$ cat config.mk
export PLATFORM = sky130hd
export DESIGN_NAME = psgWaveSystem
export DESIGN_NICKNAME = d
export VERILOG_FILES = /design/src/common/psgPkg.sv /design/src/rtl/psgBusArb.sv /design/src/rtl/psgWaveFetch.sv /design/src/psgChannel/psgChannelRegs.sv /design/src/psgChannel/psgChannel.sv /design/src/rtl/psgMixer.sv /design/src/rtl/psgWaveSystem.sv
export SDC_FILE = /design/constraint.sdc
export NUM_CORES = 2
export LEC_CHECK = 0
export BUFFER_PORTS_ARGS = -buffer_cell sky130_fd_sc_hd__buf_2
export CORE_AREA = 2 2 452 454
export DETAILED_ROUTE_END_ITERATION = 8
export DIE_AREA = 0 0 454 456
export GPL_TIMING_DRIVEN = 0
export SLEW_MARGIN = 20
export SYNTH_ARGS = -nofsm -noshare
export SYNTH_HDL_FRONTEND = slang
export SYNTH_SLANG_ARGS = --single-unit
$ cat constraint.sdc
create_clock -name clk -period 10.4 [get_ports clk]
set_input_delay 1.56 -clock clk [delete_from_list [all_inputs] [get_ports clk]]
set_output_delay 1.56 -clock clk [all_outputs]
set_load 0.02 [all_outputs]
$ cat src/common/psgPkg.sv
`default_nettype none

package psgPkg;

	// ====================
	// data path widths
	// ====================
	localparam int SampleWidth = 8;
	localparam int AddrWidth = 16;
	// phase increment, low FracBits are the fraction
	localparam int FreqWidth = 16;
	localparam int LengthWidth = 12;
	localparam int VolumeWidth = 8;
	localparam int FracBits = 8;
	// integer part covers the largest table
	localparam int PhaseWidth = LengthWidth + FracBits;

	// ====================
	// register interface
	// ====================
	localparam int RegDataWidth = 16;
	localparam int RegFieldWidth = 3;

	localparam logic [RegFieldWidth-1:0] FieldFreq = 3'd0;
	localparam logic [RegFieldWidth-1:0] FieldBase = 3'd1;
	localparam logic [RegFieldWidth-1:0] FieldLength = 3'd2;
	localparam logic [RegFieldWidth-1:0] FieldVolume = 3'd3;
	localparam logic [RegFieldWidth-1:0] FieldControl = 3'd4;

	// bit of the control field that enables the channel
	localparam int ControlEnableBit = 0;

	typedef logic [SampleWidth-1:0] sample_t;
	typedef logic [AddrWidth-1:0] addr_t;
	typedef logic [FreqWidth-1:0] freq_t;
	typedef logic [LengthWidth-1:0] length_t;
	typedef logic [VolumeWidth-1:0] volume_t;

endpackage

`default_nettype wire

$ cat src/rtl/psgBusArb.sv
`timescale 1ns/1ps
`default_nettype none

module psgBusArb #(
	parameter int NumChannels = 8,
	localparam int IdxWidth = (NumChannels > 1) ? $clog2(NumChannels) : 1
) (
	input wire logic clk,
	input wire logic rst,
	input wire logic ce,
	// bus is free for a new owner
	input wire logic busRelease,
	input wire logic [NumChannels-1:0] req,
	output logic [NumChannels-1:0] sel,
	output logic [IdxWidth-1:0] seln,
	output logic grant
);

	logic [NumChannels-1:0] lowestReq;
	logic [IdxWidth-1:0] lowestIdx;
	logic takeOwner;

	// isolate the lowest set request bit, requester 0 wins
	assign lowestReq = req & (~req + 1'b1);

	always_comb begin
		lowestIdx = '0;
		// scan downward so the lowest requester is the last one kept
		for (int i = NumChannels - 1; i >= 0; i--) begin
			if (req[i]) begin
				lowestIdx = IdxWidth'(i);
			end
		end
	end

	assign takeOwner = ce && busRelease && (|req);

	// ====================
	// owner register
	// ====================
	always_ff @(posedge clk) begin
		if (rst) begin
			sel <= '0;
			seln <= '0;
			grant <= 1'b0;
		end else begin
			grant <= takeOwner;
			// with no requester the last owner stays
			if (takeOwner) begin
				sel <= lowestReq;
				seln <= lowestIdx;
			end
		end
	end

endmodule

`default_nettype wire

$ cat src/rtl/psgWaveFetch.sv
`timescale 1ns/1ps
`default_nettype none

module psgWaveFetch
	import psgPkg::*;
#(
	parameter int NumChannels = 8,
	localparam int IdxWidth = (NumChannels > 1) ? $clog2(NumChannels) : 1
) (
	input wire logic clk,
	input wire logic rst,
	input wire logic ce,
	input wire logic [NumChannels-1:0] chanReq,
	input wire addr_t [NumChannels-1:0] chanAddr,
	output logic busRead,
	output addr_t busAddr,
	input wire logic busAck,
	input wire sample_t busData,
	output logic [NumChannels-1:0] sampleLoad,
	output sample_t sampleData
);

	typedef enum logic [1:0] {
		StIdle,
		StWait,
		StDeliver
	} fetchState_t;

	fetchState_t state;
	logic busRelease;
	logic grant;
	logic [NumChannels-1:0] sel;
	logic [IdxWidth-1:0] seln;

	psgBusArb #(
		.NumChannels(NumChannels)
	) arb (
		.clk(clk),
		.rst(rst),
		.ce(ce),
		.busRelease(busRelease),
		.req(chanReq),
		.sel(sel),
		.seln(seln),
		.grant(grant)
	);

	// a pending grant still occupies the bus
	assign busRelease = (state == StIdle) && !grant;

	// read is issued in the grant cycle itself
	assign busRead = grant;
	assign busAddr = chanAddr[seln];

	// ====================
	// read sequencer
	// ====================
	always_ff @(posedge clk) begin
		if (rst) begin
			state <= StIdle;
			sampleLoad <= '0;
		end else begin
			case (state)
				StIdle: begin
					if (grant) begin
						state <= StWait;
					end
				end
				StWait: begin
					if (busAck) begin
						state <= StDeliver;
						sampleLoad <= sel;
					end
				end
				default: begin
					state <= StIdle;
					sampleLoad <= '0;
				end
			endcase
		end
	end

	always_ff @(posedge clk) begin
		if (state == StWait && busAck) begin
			sampleData <= busData;
		end
	end

endmodule

`default_nettype wire

$ cat src/psgChannel/psgChannelRegs.sv
`timescale 1ns/1ps
`default_nettype none

module psgChannelRegs
	import psgPkg::*;
#(
	parameter int NumChannels = 8,
	localparam int IdxWidth = (NumChannels > 1) ? $clog2(NumChannels) : 1
) (
	input wire logic clk,
	input wire logic rst,
	input wire logic regWrite,
	// channel index above the field code
	input wire logic [IdxWidth+RegFieldWidth-1:0] regAddr,
	input wire logic [RegDataWidth-1:0] regData,
	output freq_t [NumChannels-1:0] chanFreq,
	output addr_t [NumChannels-1:0] chanBase,
	output length_t [NumChannels-1:0] chanLength,
	output volume_t [NumChannels-1:0] chanVolume,
	output logic [NumChannels-1:0] chanEnable
);

	logic [IdxWidth-1:0] chan;
	logic [RegFieldWidth-1:0] field;
	logic chanValid;

	// ====================
	// address decode
	// ====================
	assign chan = regAddr[RegFieldWidth +: IdxWidth];
	assign field = regAddr[RegFieldWidth-1:0];

	// drops writes past the last channel
	assign chanValid = (int'(chan) < NumChannels);

	// ====================
	// field storage
	// ====================
	always_ff @(posedge clk) begin
		if (rst) begin
			chanFreq <= '0;
			chanBase <= '0;
			chanLength <= '0;
			chanVolume <= '0;
			chanEnable <= '0;
		end else if (regWrite && chanValid) begin
			case (field)
				FieldFreq: begin
					chanFreq[chan] <= freq_t'(regData);
				end
				FieldBase: begin
					chanBase[chan] <= addr_t'(regData);
				end
				FieldLength: begin
					// upper data bits are unused
					chanLength[chan] <= length_t'(regData);
				end
				FieldVolume: begin
					chanVolume[chan] <= volume_t'(regData);
				end
				FieldControl: begin
					// only the enable bit is implemented
					chanEnable[chan] <= regData[ControlEnableBit];
				end
				default: begin
					// unknown field code, nothing stored
				end
			endcase
		end
	end

endmodule

`default_nettype wire

$ cat src/psgChannel/psgChannel.sv
`timescale 1ns/1ps
`default_nettype none

module psgChannel
	import psgPkg::*;
#(
	parameter int NumChannels = 8
) (
	input wire logic clk,
	input wire logic rst,
	input wire logic sampleTick,
	input wire freq_t [NumChannels-1:0] chanFreq,
	input wire addr_t [NumChannels-1:0] chanBase,
	input wire length_t [NumChannels-1:0] chanLength,
	input wire logic [NumChannels-1:0] chanEnable,
	input wire logic [NumChannels-1:0] sampleLoad,
	input wire sample_t sampleData,
	output logic [NumChannels-1:0] chanReq,
	output addr_t [NumChannels-1:0] chanAddr,
	output sample_t [NumChannels-1:0] chanSample
);

	for (genvar i = 0; i < NumChannels; i++) begin : gChan
		logic [PhaseWidth-1:0] phase;
		logic [PhaseWidth-1:0] phaseNext;
		logic [PhaseWidth:0] phaseSum;
		logic [PhaseWidth:0] lengthScaled;
		logic reqReg;
		sample_t sampleReg;

		// ====================
		// phase step
		// ====================
		// one extra bit so the sum cannot overflow before the wrap check
		assign phaseSum = {1'b0, phase} + (PhaseWidth + 1)'(chanFreq[i]);
		assign lengthScaled = (PhaseWidth + 1)'({chanLength[i], {FracBits{1'b0}}});

		// integer part reached the length, fold back into the table
		assign phaseNext = (phaseSum >= lengthScaled) ?
			PhaseWidth'(phaseSum - lengthScaled) : PhaseWidth'(phaseSum);

		always_ff @(posedge clk) begin
			if (rst || !chanEnable[i]) begin
				// disabled channel restarts at index 0 with silence
				phase <= '0;
				reqReg <= 1'b0;
				sampleReg <= '0;
			end else begin
				if (sampleTick) begin
					phase <= phaseNext;
				end
				if (sampleLoad[i]) begin
					sampleReg <= sampleData;
				end
				// a fresh tick keeps the request up even on a load
				if (sampleTick) begin
					reqReg <= 1'b1;
				end else if (sampleLoad[i]) begin
					reqReg <= 1'b0;
				end
			end
		end

		// word address of the current table entry
		assign chanAddr[i] = chanBase[i] + AddrWidth'(phase[PhaseWidth-1:FracBits]);
		assign chanReq[i] = reqReg;
		assign chanSample[i] = sampleReg;
	end

endmodule

`default_nettype wire

$ cat src/rtl/psgMixer.sv
`timescale 1ns/1ps
`default_nettype none

module psgMixer
	import psgPkg::*;
#(
	parameter int NumChannels = 8,
	localparam int IdxWidth = (NumChannels > 1) ? $clog2(NumChannels) : 1,
	localparam int MixWidth = SampleWidth + VolumeWidth + IdxWidth
) (
	input wire logic clk,
	input wire logic rst,
	input wire logic sampleTick,
	input wire sample_t [NumChannels-1:0] chanSample,
	input wire volume_t [NumChannels-1:0] chanVolume,
	output logic signed [MixWidth-1:0] mixOut,
	output logic mixValid
);

	logic signed [MixWidth-1:0] mixSum;

	// signed sample times unsigned volume, summed over channels
	always_comb begin
		logic signed [SampleWidth+VolumeWidth:0] product;
		mixSum = '0;
		for (int i = 0; i < NumChannels; i++) begin
			product = $signed(chanSample[i]) * $signed({1'b0, chanVolume[i]});
			mixSum = mixSum + product;
		end
	end

	// ====================
	// output register
	// ====================
	always_ff @(posedge clk) begin
		if (rst) begin
			mixOut <= '0;
			mixValid <= 1'b0;
		end else begin
			mixValid <= sampleTick;
			if (sampleTick) begin
				mixOut <= mixSum;
			end
		end
	end

endmodule

`default_nettype wire

$ cat src/rtl/psgWaveSystem.sv
`timescale 1ns/1ps
`default_nettype none

module psgWaveSystem
	import psgPkg::*;
#(
	parameter int NumChannels = 8,
	localparam int IdxWidth = (NumChannels > 1) ? $clog2(NumChannels) : 1,
	localparam int MixWidth = SampleWidth + VolumeWidth + IdxWidth
) (
	input wire logic clk,
	input wire logic rst,
	input wire logic ce,
	input wire logic sampleTick,
	input wire logic regWrite,
	input wire logic [IdxWidth+RegFieldWidth-1:0] regAddr,
	input wire logic [RegDataWidth-1:0] regData,
	output logic busRead,
	output addr_t busAddr,
	input wire logic busAck,
	input wire sample_t busData,
	output logic signed [MixWidth-1:0] mixOut,
	output logic mixValid
);

	// channel configuration
	freq_t [NumChannels-1:0] chanFreq;
	addr_t [NumChannels-1:0] chanBase;
	length_t [NumChannels-1:0] chanLength;
	volume_t [NumChannels-1:0] chanVolume;
	logic [NumChannels-1:0] chanEnable;

	// fetch traffic
	logic [NumChannels-1:0] chanReq;
	addr_t [NumChannels-1:0] chanAddr;
	sample_t [NumChannels-1:0] chanSample;
	logic [NumChannels-1:0] sampleLoad;
	sample_t sampleData;

	psgChannelRegs #(
		.NumChannels(NumChannels)
	) psgChannelRegs_inst (
		.clk(clk),
		.rst(rst),
		.regWrite(regWrite),
		.regAddr(regAddr),
		.regData(regData),
		.chanFreq(chanFreq),
		.chanBase(chanBase),
		.chanLength(chanLength),
		.chanVolume(chanVolume),
		.chanEnable(chanEnable)
	);

	psgChannel #(
		.NumChannels(NumChannels)
	) psgChannel_inst (
		.clk(clk),
		.rst(rst),
		.sampleTick(sampleTick),
		.chanFreq(chanFreq),
		.chanBase(chanBase),
		.chanLength(chanLength),
		.chanEnable(chanEnable),
		.sampleLoad(sampleLoad),
		.sampleData(sampleData),
		.chanReq(chanReq),
		.chanAddr(chanAddr),
		.chanSample(chanSample)
	);

	psgWaveFetch #(
		.NumChannels(NumChannels)
	) psgWaveFetch_inst (
		.clk(clk),
		.rst(rst),
		.ce(ce),
		.chanReq(chanReq),
		.chanAddr(chanAddr),
		.busRead(busRead),
		.busAddr(busAddr),
		.busAck(busAck),
		.busData(busData),
		.sampleLoad(sampleLoad),
		.sampleData(sampleData)
	);

	psgMixer #(
		.NumChannels(NumChannels)
	) psgMixer_inst (
		.clk(clk),
		.rst(rst),
		.sampleTick(sampleTick),
		.chanSample(chanSample),
		.chanVolume(chanVolume),
		.mixOut(mixOut),
		.mixValid(mixValid)
	);

endmodule

`default_nettype wire

==> qor.txt <==
===============================================================================================
Global-route wire length before repair                                               327,000 um
Clock input transition at the sequential cells of the worst setup and hold paths        0.06 ns
Gp weighted congestion                                                                    0.976
Setup TNS                                                                                  0 ns
Result of the run                                                                     completed
Final setup violating endpoints                                                               0
Max-slew violations                                                                           0
Clock tree from TritonCTS                                                                  done
Post-route non-filler standard cell count                                                10,100
Number of buffer cells added on primary ports                                                66
Startpoint type of the worst setup path                                                register
Worst slew margin relative to its limit                                                   0.140
Cell depth of the worst min-delay path                                                        2
Critical Path End Type                                                                 register
MaxCap Viol Count                                                                             0
Number of storage elements in the synthesis netlist                                         706
RSZ-0062 raised after global routing                                                      false
Most common cell after layout, fill and taps aside                                 sky130_fd_sc_hd__nand2_1
Final worst path period need                                                            9.43 ns
Number of hold buffers added after cts                                                        0
Launching point of the worst reg2reg path                                          psgChannel_inst.gChan[0].sampleReg[7]
Post-Syn Area                                                                       0.0605 mm^2
Routed len/inst                                                                         22.1 um
Count of H-tree levels built during CTS                                                       3
Area growth, synth to finish                                                              11.5%
Pre-antenna DRT Iters                                                                         6
Height of the chip                                                                       456 um
Primary flip-flop cell chosen by synthesis mapping                                 sky130_fd_sc_hd__dfxtp_1
Via density per instance                                                                   5.20
Number of gates given a new drive strength after cts                                          0
Antenna Violating Nets Remaining                                                              0
Maximum number of buffers from clock root to sink                                             3
Startpoint of the worst setup timing path                                          psgChannel_inst.gChan[0].sampleReg[7]
Minimum setup slack among reg-to-reg paths                                              0.97 ns
Total Routed Length                                                                  222,000 um
Max Clock Freq                                                                          106 MHz
Inserted Clock Buffers                                                                       83
Number of global-route vias before repair                                                50,500
Core Region                                                                          0.202 mm^2
R2R cell count                                                                               27
Count of different cell masters after synthesis                                             101
Die outline area                                                                     0.207 mm^2
Crit share post-route                                                                     0.907
Horizontal die dimension                                                                 454 um
Largest driver fanout on the critical path                                                   10
Share of post-route cells with drive strength above 1                                    0.0516
FFs w/ async S/R, synth                                                                       0
HPWL reported at the end of detailed placement                                       177,000 um
Largest voltage drop on the vdd net                                                    0.137 mV
Required time reported for the critical path endpoint                                  10.94 ns
Instance count of the mapped netlist                                                      7,148
Share of the yosys chip area belonging to registers                                       0.235
Global-route usage over all layers                                                        0.211
Class of the worst hold path                                                            reg2reg
Critical path data arrival time                                                         9.98 ns
Worst slew pin tran                                                                     1.29 ns
Overflow after GRT                                                                            0
Final design utilization                                                                  0.334
Maximum number of pins on one net before global-route repair                                 15
Violation count after the first detailed-route iteration                                  5,144
Cell Pwr Density                                                                   94.0 mW/mm^2
Highest-count cells in the layout ignoring fill and taps                           sky130_fd_sc_hd__nand2_1, sky130_fd_sc_hd__inv_1, sky130_fd_sc_hd__dfxtp_1, sky130_fd_sc_hd__a21oi_1, sky130_fd_sc_hd__ha_1
Final net count                                                                           8,440
Leakage Power                                                                         0.0289 uW
Power Total                                                                             6340 uW
Clock root cell                                                                    sky130_fd_sc_hd__clkbuf_16
Average instance area after synthesis                                                 8.46 um^2
Total DRC errors in the routed layout                                                         0
Clock tree sinks                                                                            706
Clk Latency, worst-skew pair                                                            0.76 ns
Yosys warns                                                                                   0
Number of antenna violations at the first check in global routing                            19
Worst r2r dst                                                                      psgMixer_inst.mixOut[18]
Syn_nets                                                                                  8,276
Critical path endpoint                                                             psgMixer_inst.mixOut[18]
Category of the critical setup timing path                                              reg2reg
Total instance count after detailed placement                                             9,898
Via count of the routed design                                                           52,200
Min Hold Slack                                                                         0.454 ns
Number of placed I/O pins                                                                    73
Initial Utilization                                                                       0.300
Number of setup buffers added after CTS                                                       0
Number of synthesized flops with an enable pin                                                8
Final hold violation count                                                                    0
Rows                                                                                        165
Post-Route Skew                                                                       0.0794 ns
===============================================================================================
## final cells by class
cell class / instances / area, um^2
diodes: 6 / 15.0
plain buffers: 279 / 1160
clock buffers: 112 / 2360
clock inverters: 38 / 598
fillers: 20900 / 134000
inverters: 799 / 3000
multi-input cells: 5364 / 42200
flip-flops and latches: 706 / 14200
well taps: 2672 / 3340
repair buffers: 79 / 568
## sequential cells by signal (all words and copies together), names as in the netlist
register,count
psgMixer_inst.mixValid,1
psgChannelRegs_inst.chanBase,128
psgWaveFetch_inst.arb.grant,1
psgWaveFetch_inst.arb.seln,3
psgChannel_inst.gChan.phase,160
psgChannelRegs_inst.chanFreq,128
psgChannelRegs_inst.chanLength,96
psgChannelRegs_inst.chanEnable,8
psgChannelRegs_inst.chanVolume,64
psgWaveFetch_inst.sampleLoad,8
psgWaveFetch_inst.state,2
psgWaveFetch_inst.arb.sel,8
psgChannel_inst.gChan.sampleReg,64
psgWaveFetch_inst.sampleData,8
psgChannel_inst.gChan.reqReg,8
psgMixer_inst.mixOut,19
## layer usage
metal	share of wire	GRT usage	up-vias
li1	-	-	24000
met1	0.42	0.280	25700
met2	0.45	0.334	2063
met3	0.077	0.0327	448
met4	0.054	0.101	2
met5	0.000032	0	-
## synth_stat cells, drive strengths merged (75+ instances only)
cell	count	area, um^2
nand3	78	390
nor2	497	1870
inv	797	2990
nor3	77	385
a211oi	89	678
xnor2	219	1920
nand2	1094	4110
xor2	86	753
a21oi	618	3110
a21o	75	563
dfxtp	698	14000
ha	573	7170
and2	308	1930
o21ai	216	1080
mux2i	240	2400
fa	519	10400
clkbuf	245	920
## power breakdown
part,switching [uW],total (uW),internal (uW)
clock,1380,3240,1860
combinational,297,382,85.1
sequential,7.59,2720,2720
total,1680,6340,4660
## kinds of logic (layout without fill, tap and decap cells)
family / after synthesis / after routing / share of synthesized area
AOI/OAI and AO/OA: 1333 / 1333 / 0.136
xor gates and xnor gates: 305 / 305 / 0.0442
adders and majority gates: 1092 / 1092 / 0.290
buffers and inverters: 1078 / 1307 / 0.0678
DFF: 706 / 706 / 0.235
muxes: 269 / 269 / 0.0490
other: 0 / 6 / 0
and+or+nand+nor: 2365 / 2365 / 0.178
## worst max-delay path: stages (launching register included)
cell,delay [ns]
sky130_fd_sc_hd__dfxtp_1,0.54
sky130_fd_sc_hd__clkbuf_1,0.56
sky130_fd_sc_hd__nand2b_1,0.17
sky130_fd_sc_hd__fa_1,0.52
sky130_fd_sc_hd__fa_1,0.50
sky130_fd_sc_hd__inv_1,0.05
sky130_fd_sc_hd__fa_1,0.49
sky130_fd_sc_hd__fa_1,0.50
sky130_fd_sc_hd__fa_1,0.54
sky130_fd_sc_hd__inv_1,0.06
sky130_fd_sc_hd__fa_1,0.49
sky130_fd_sc_hd__inv_1,0.06
sky130_fd_sc_hd__fa_1,0.48
sky130_fd_sc_hd__fa_1,0.45
sky130_fd_sc_hd__fa_1,0.51
sky130_fd_sc_hd__inv_1,0.05
sky130_fd_sc_hd__fa_1,0.47
sky130_fd_sc_hd__inv_1,0.04
sky130_fd_sc_hd__ha_1,0.31
sky130_fd_sc_hd__or2_2,0.32
sky130_fd_sc_hd__o31ai_1,0.10
sky130_fd_sc_hd__o31ai_1,0.19
sky130_fd_sc_hd__o41ai_1,0.66
sky130_fd_sc_hd__o21ai_0,0.35
sky130_fd_sc_hd__a21o_1,0.26
sky130_fd_sc_hd__a21oi_1,0.24
sky130_fd_sc_hd__xnor2_1,0.26
sky130_fd_sc_hd__o31ai_1,0.11
## worst min path at each step
stage / startpoint / to / slack, ns
2_1_floorplan: psgWaveFetch_inst.arb.sel[7] / psgWaveFetch_inst.sampleLoad[7] / 0.43
3_3_place_gp: psgWaveFetch_inst.arb.sel[6] / psgWaveFetch_inst.sampleLoad[6] / 0.44
3_5_place_dp: psgWaveFetch_inst.arb.sel[6] / psgWaveFetch_inst.sampleLoad[6] / 0.45
4_1_cts: psgWaveFetch_inst.arb.sel[6] / psgWaveFetch_inst.sampleLoad[6] / 0.45
5_1_grt: psgWaveFetch_inst.arb.sel[3] / psgWaveFetch_inst.arb.sel[3] / 0.47
6_report: psgWaveFetch_inst.arb.sel[4] / psgWaveFetch_inst.sampleLoad[4] / 0.45
## through the flow
| stage | area (um^2) | worst slack (ns) |
|---|---|---|
| 4_1_cts | 67400 | 0.953 |
| 6_report | 67500 | 0.966 |
| 2_1_floorplan | 60500 | 2.56 |
| 3_3_place_gp | 64100 | 1.11 |
| 3_5_place_dp | 64500 | 1.00 |
| 5_1_grt | 67400 | 0.522 |
Note: power is estimated with default switching activity, not from simulation.
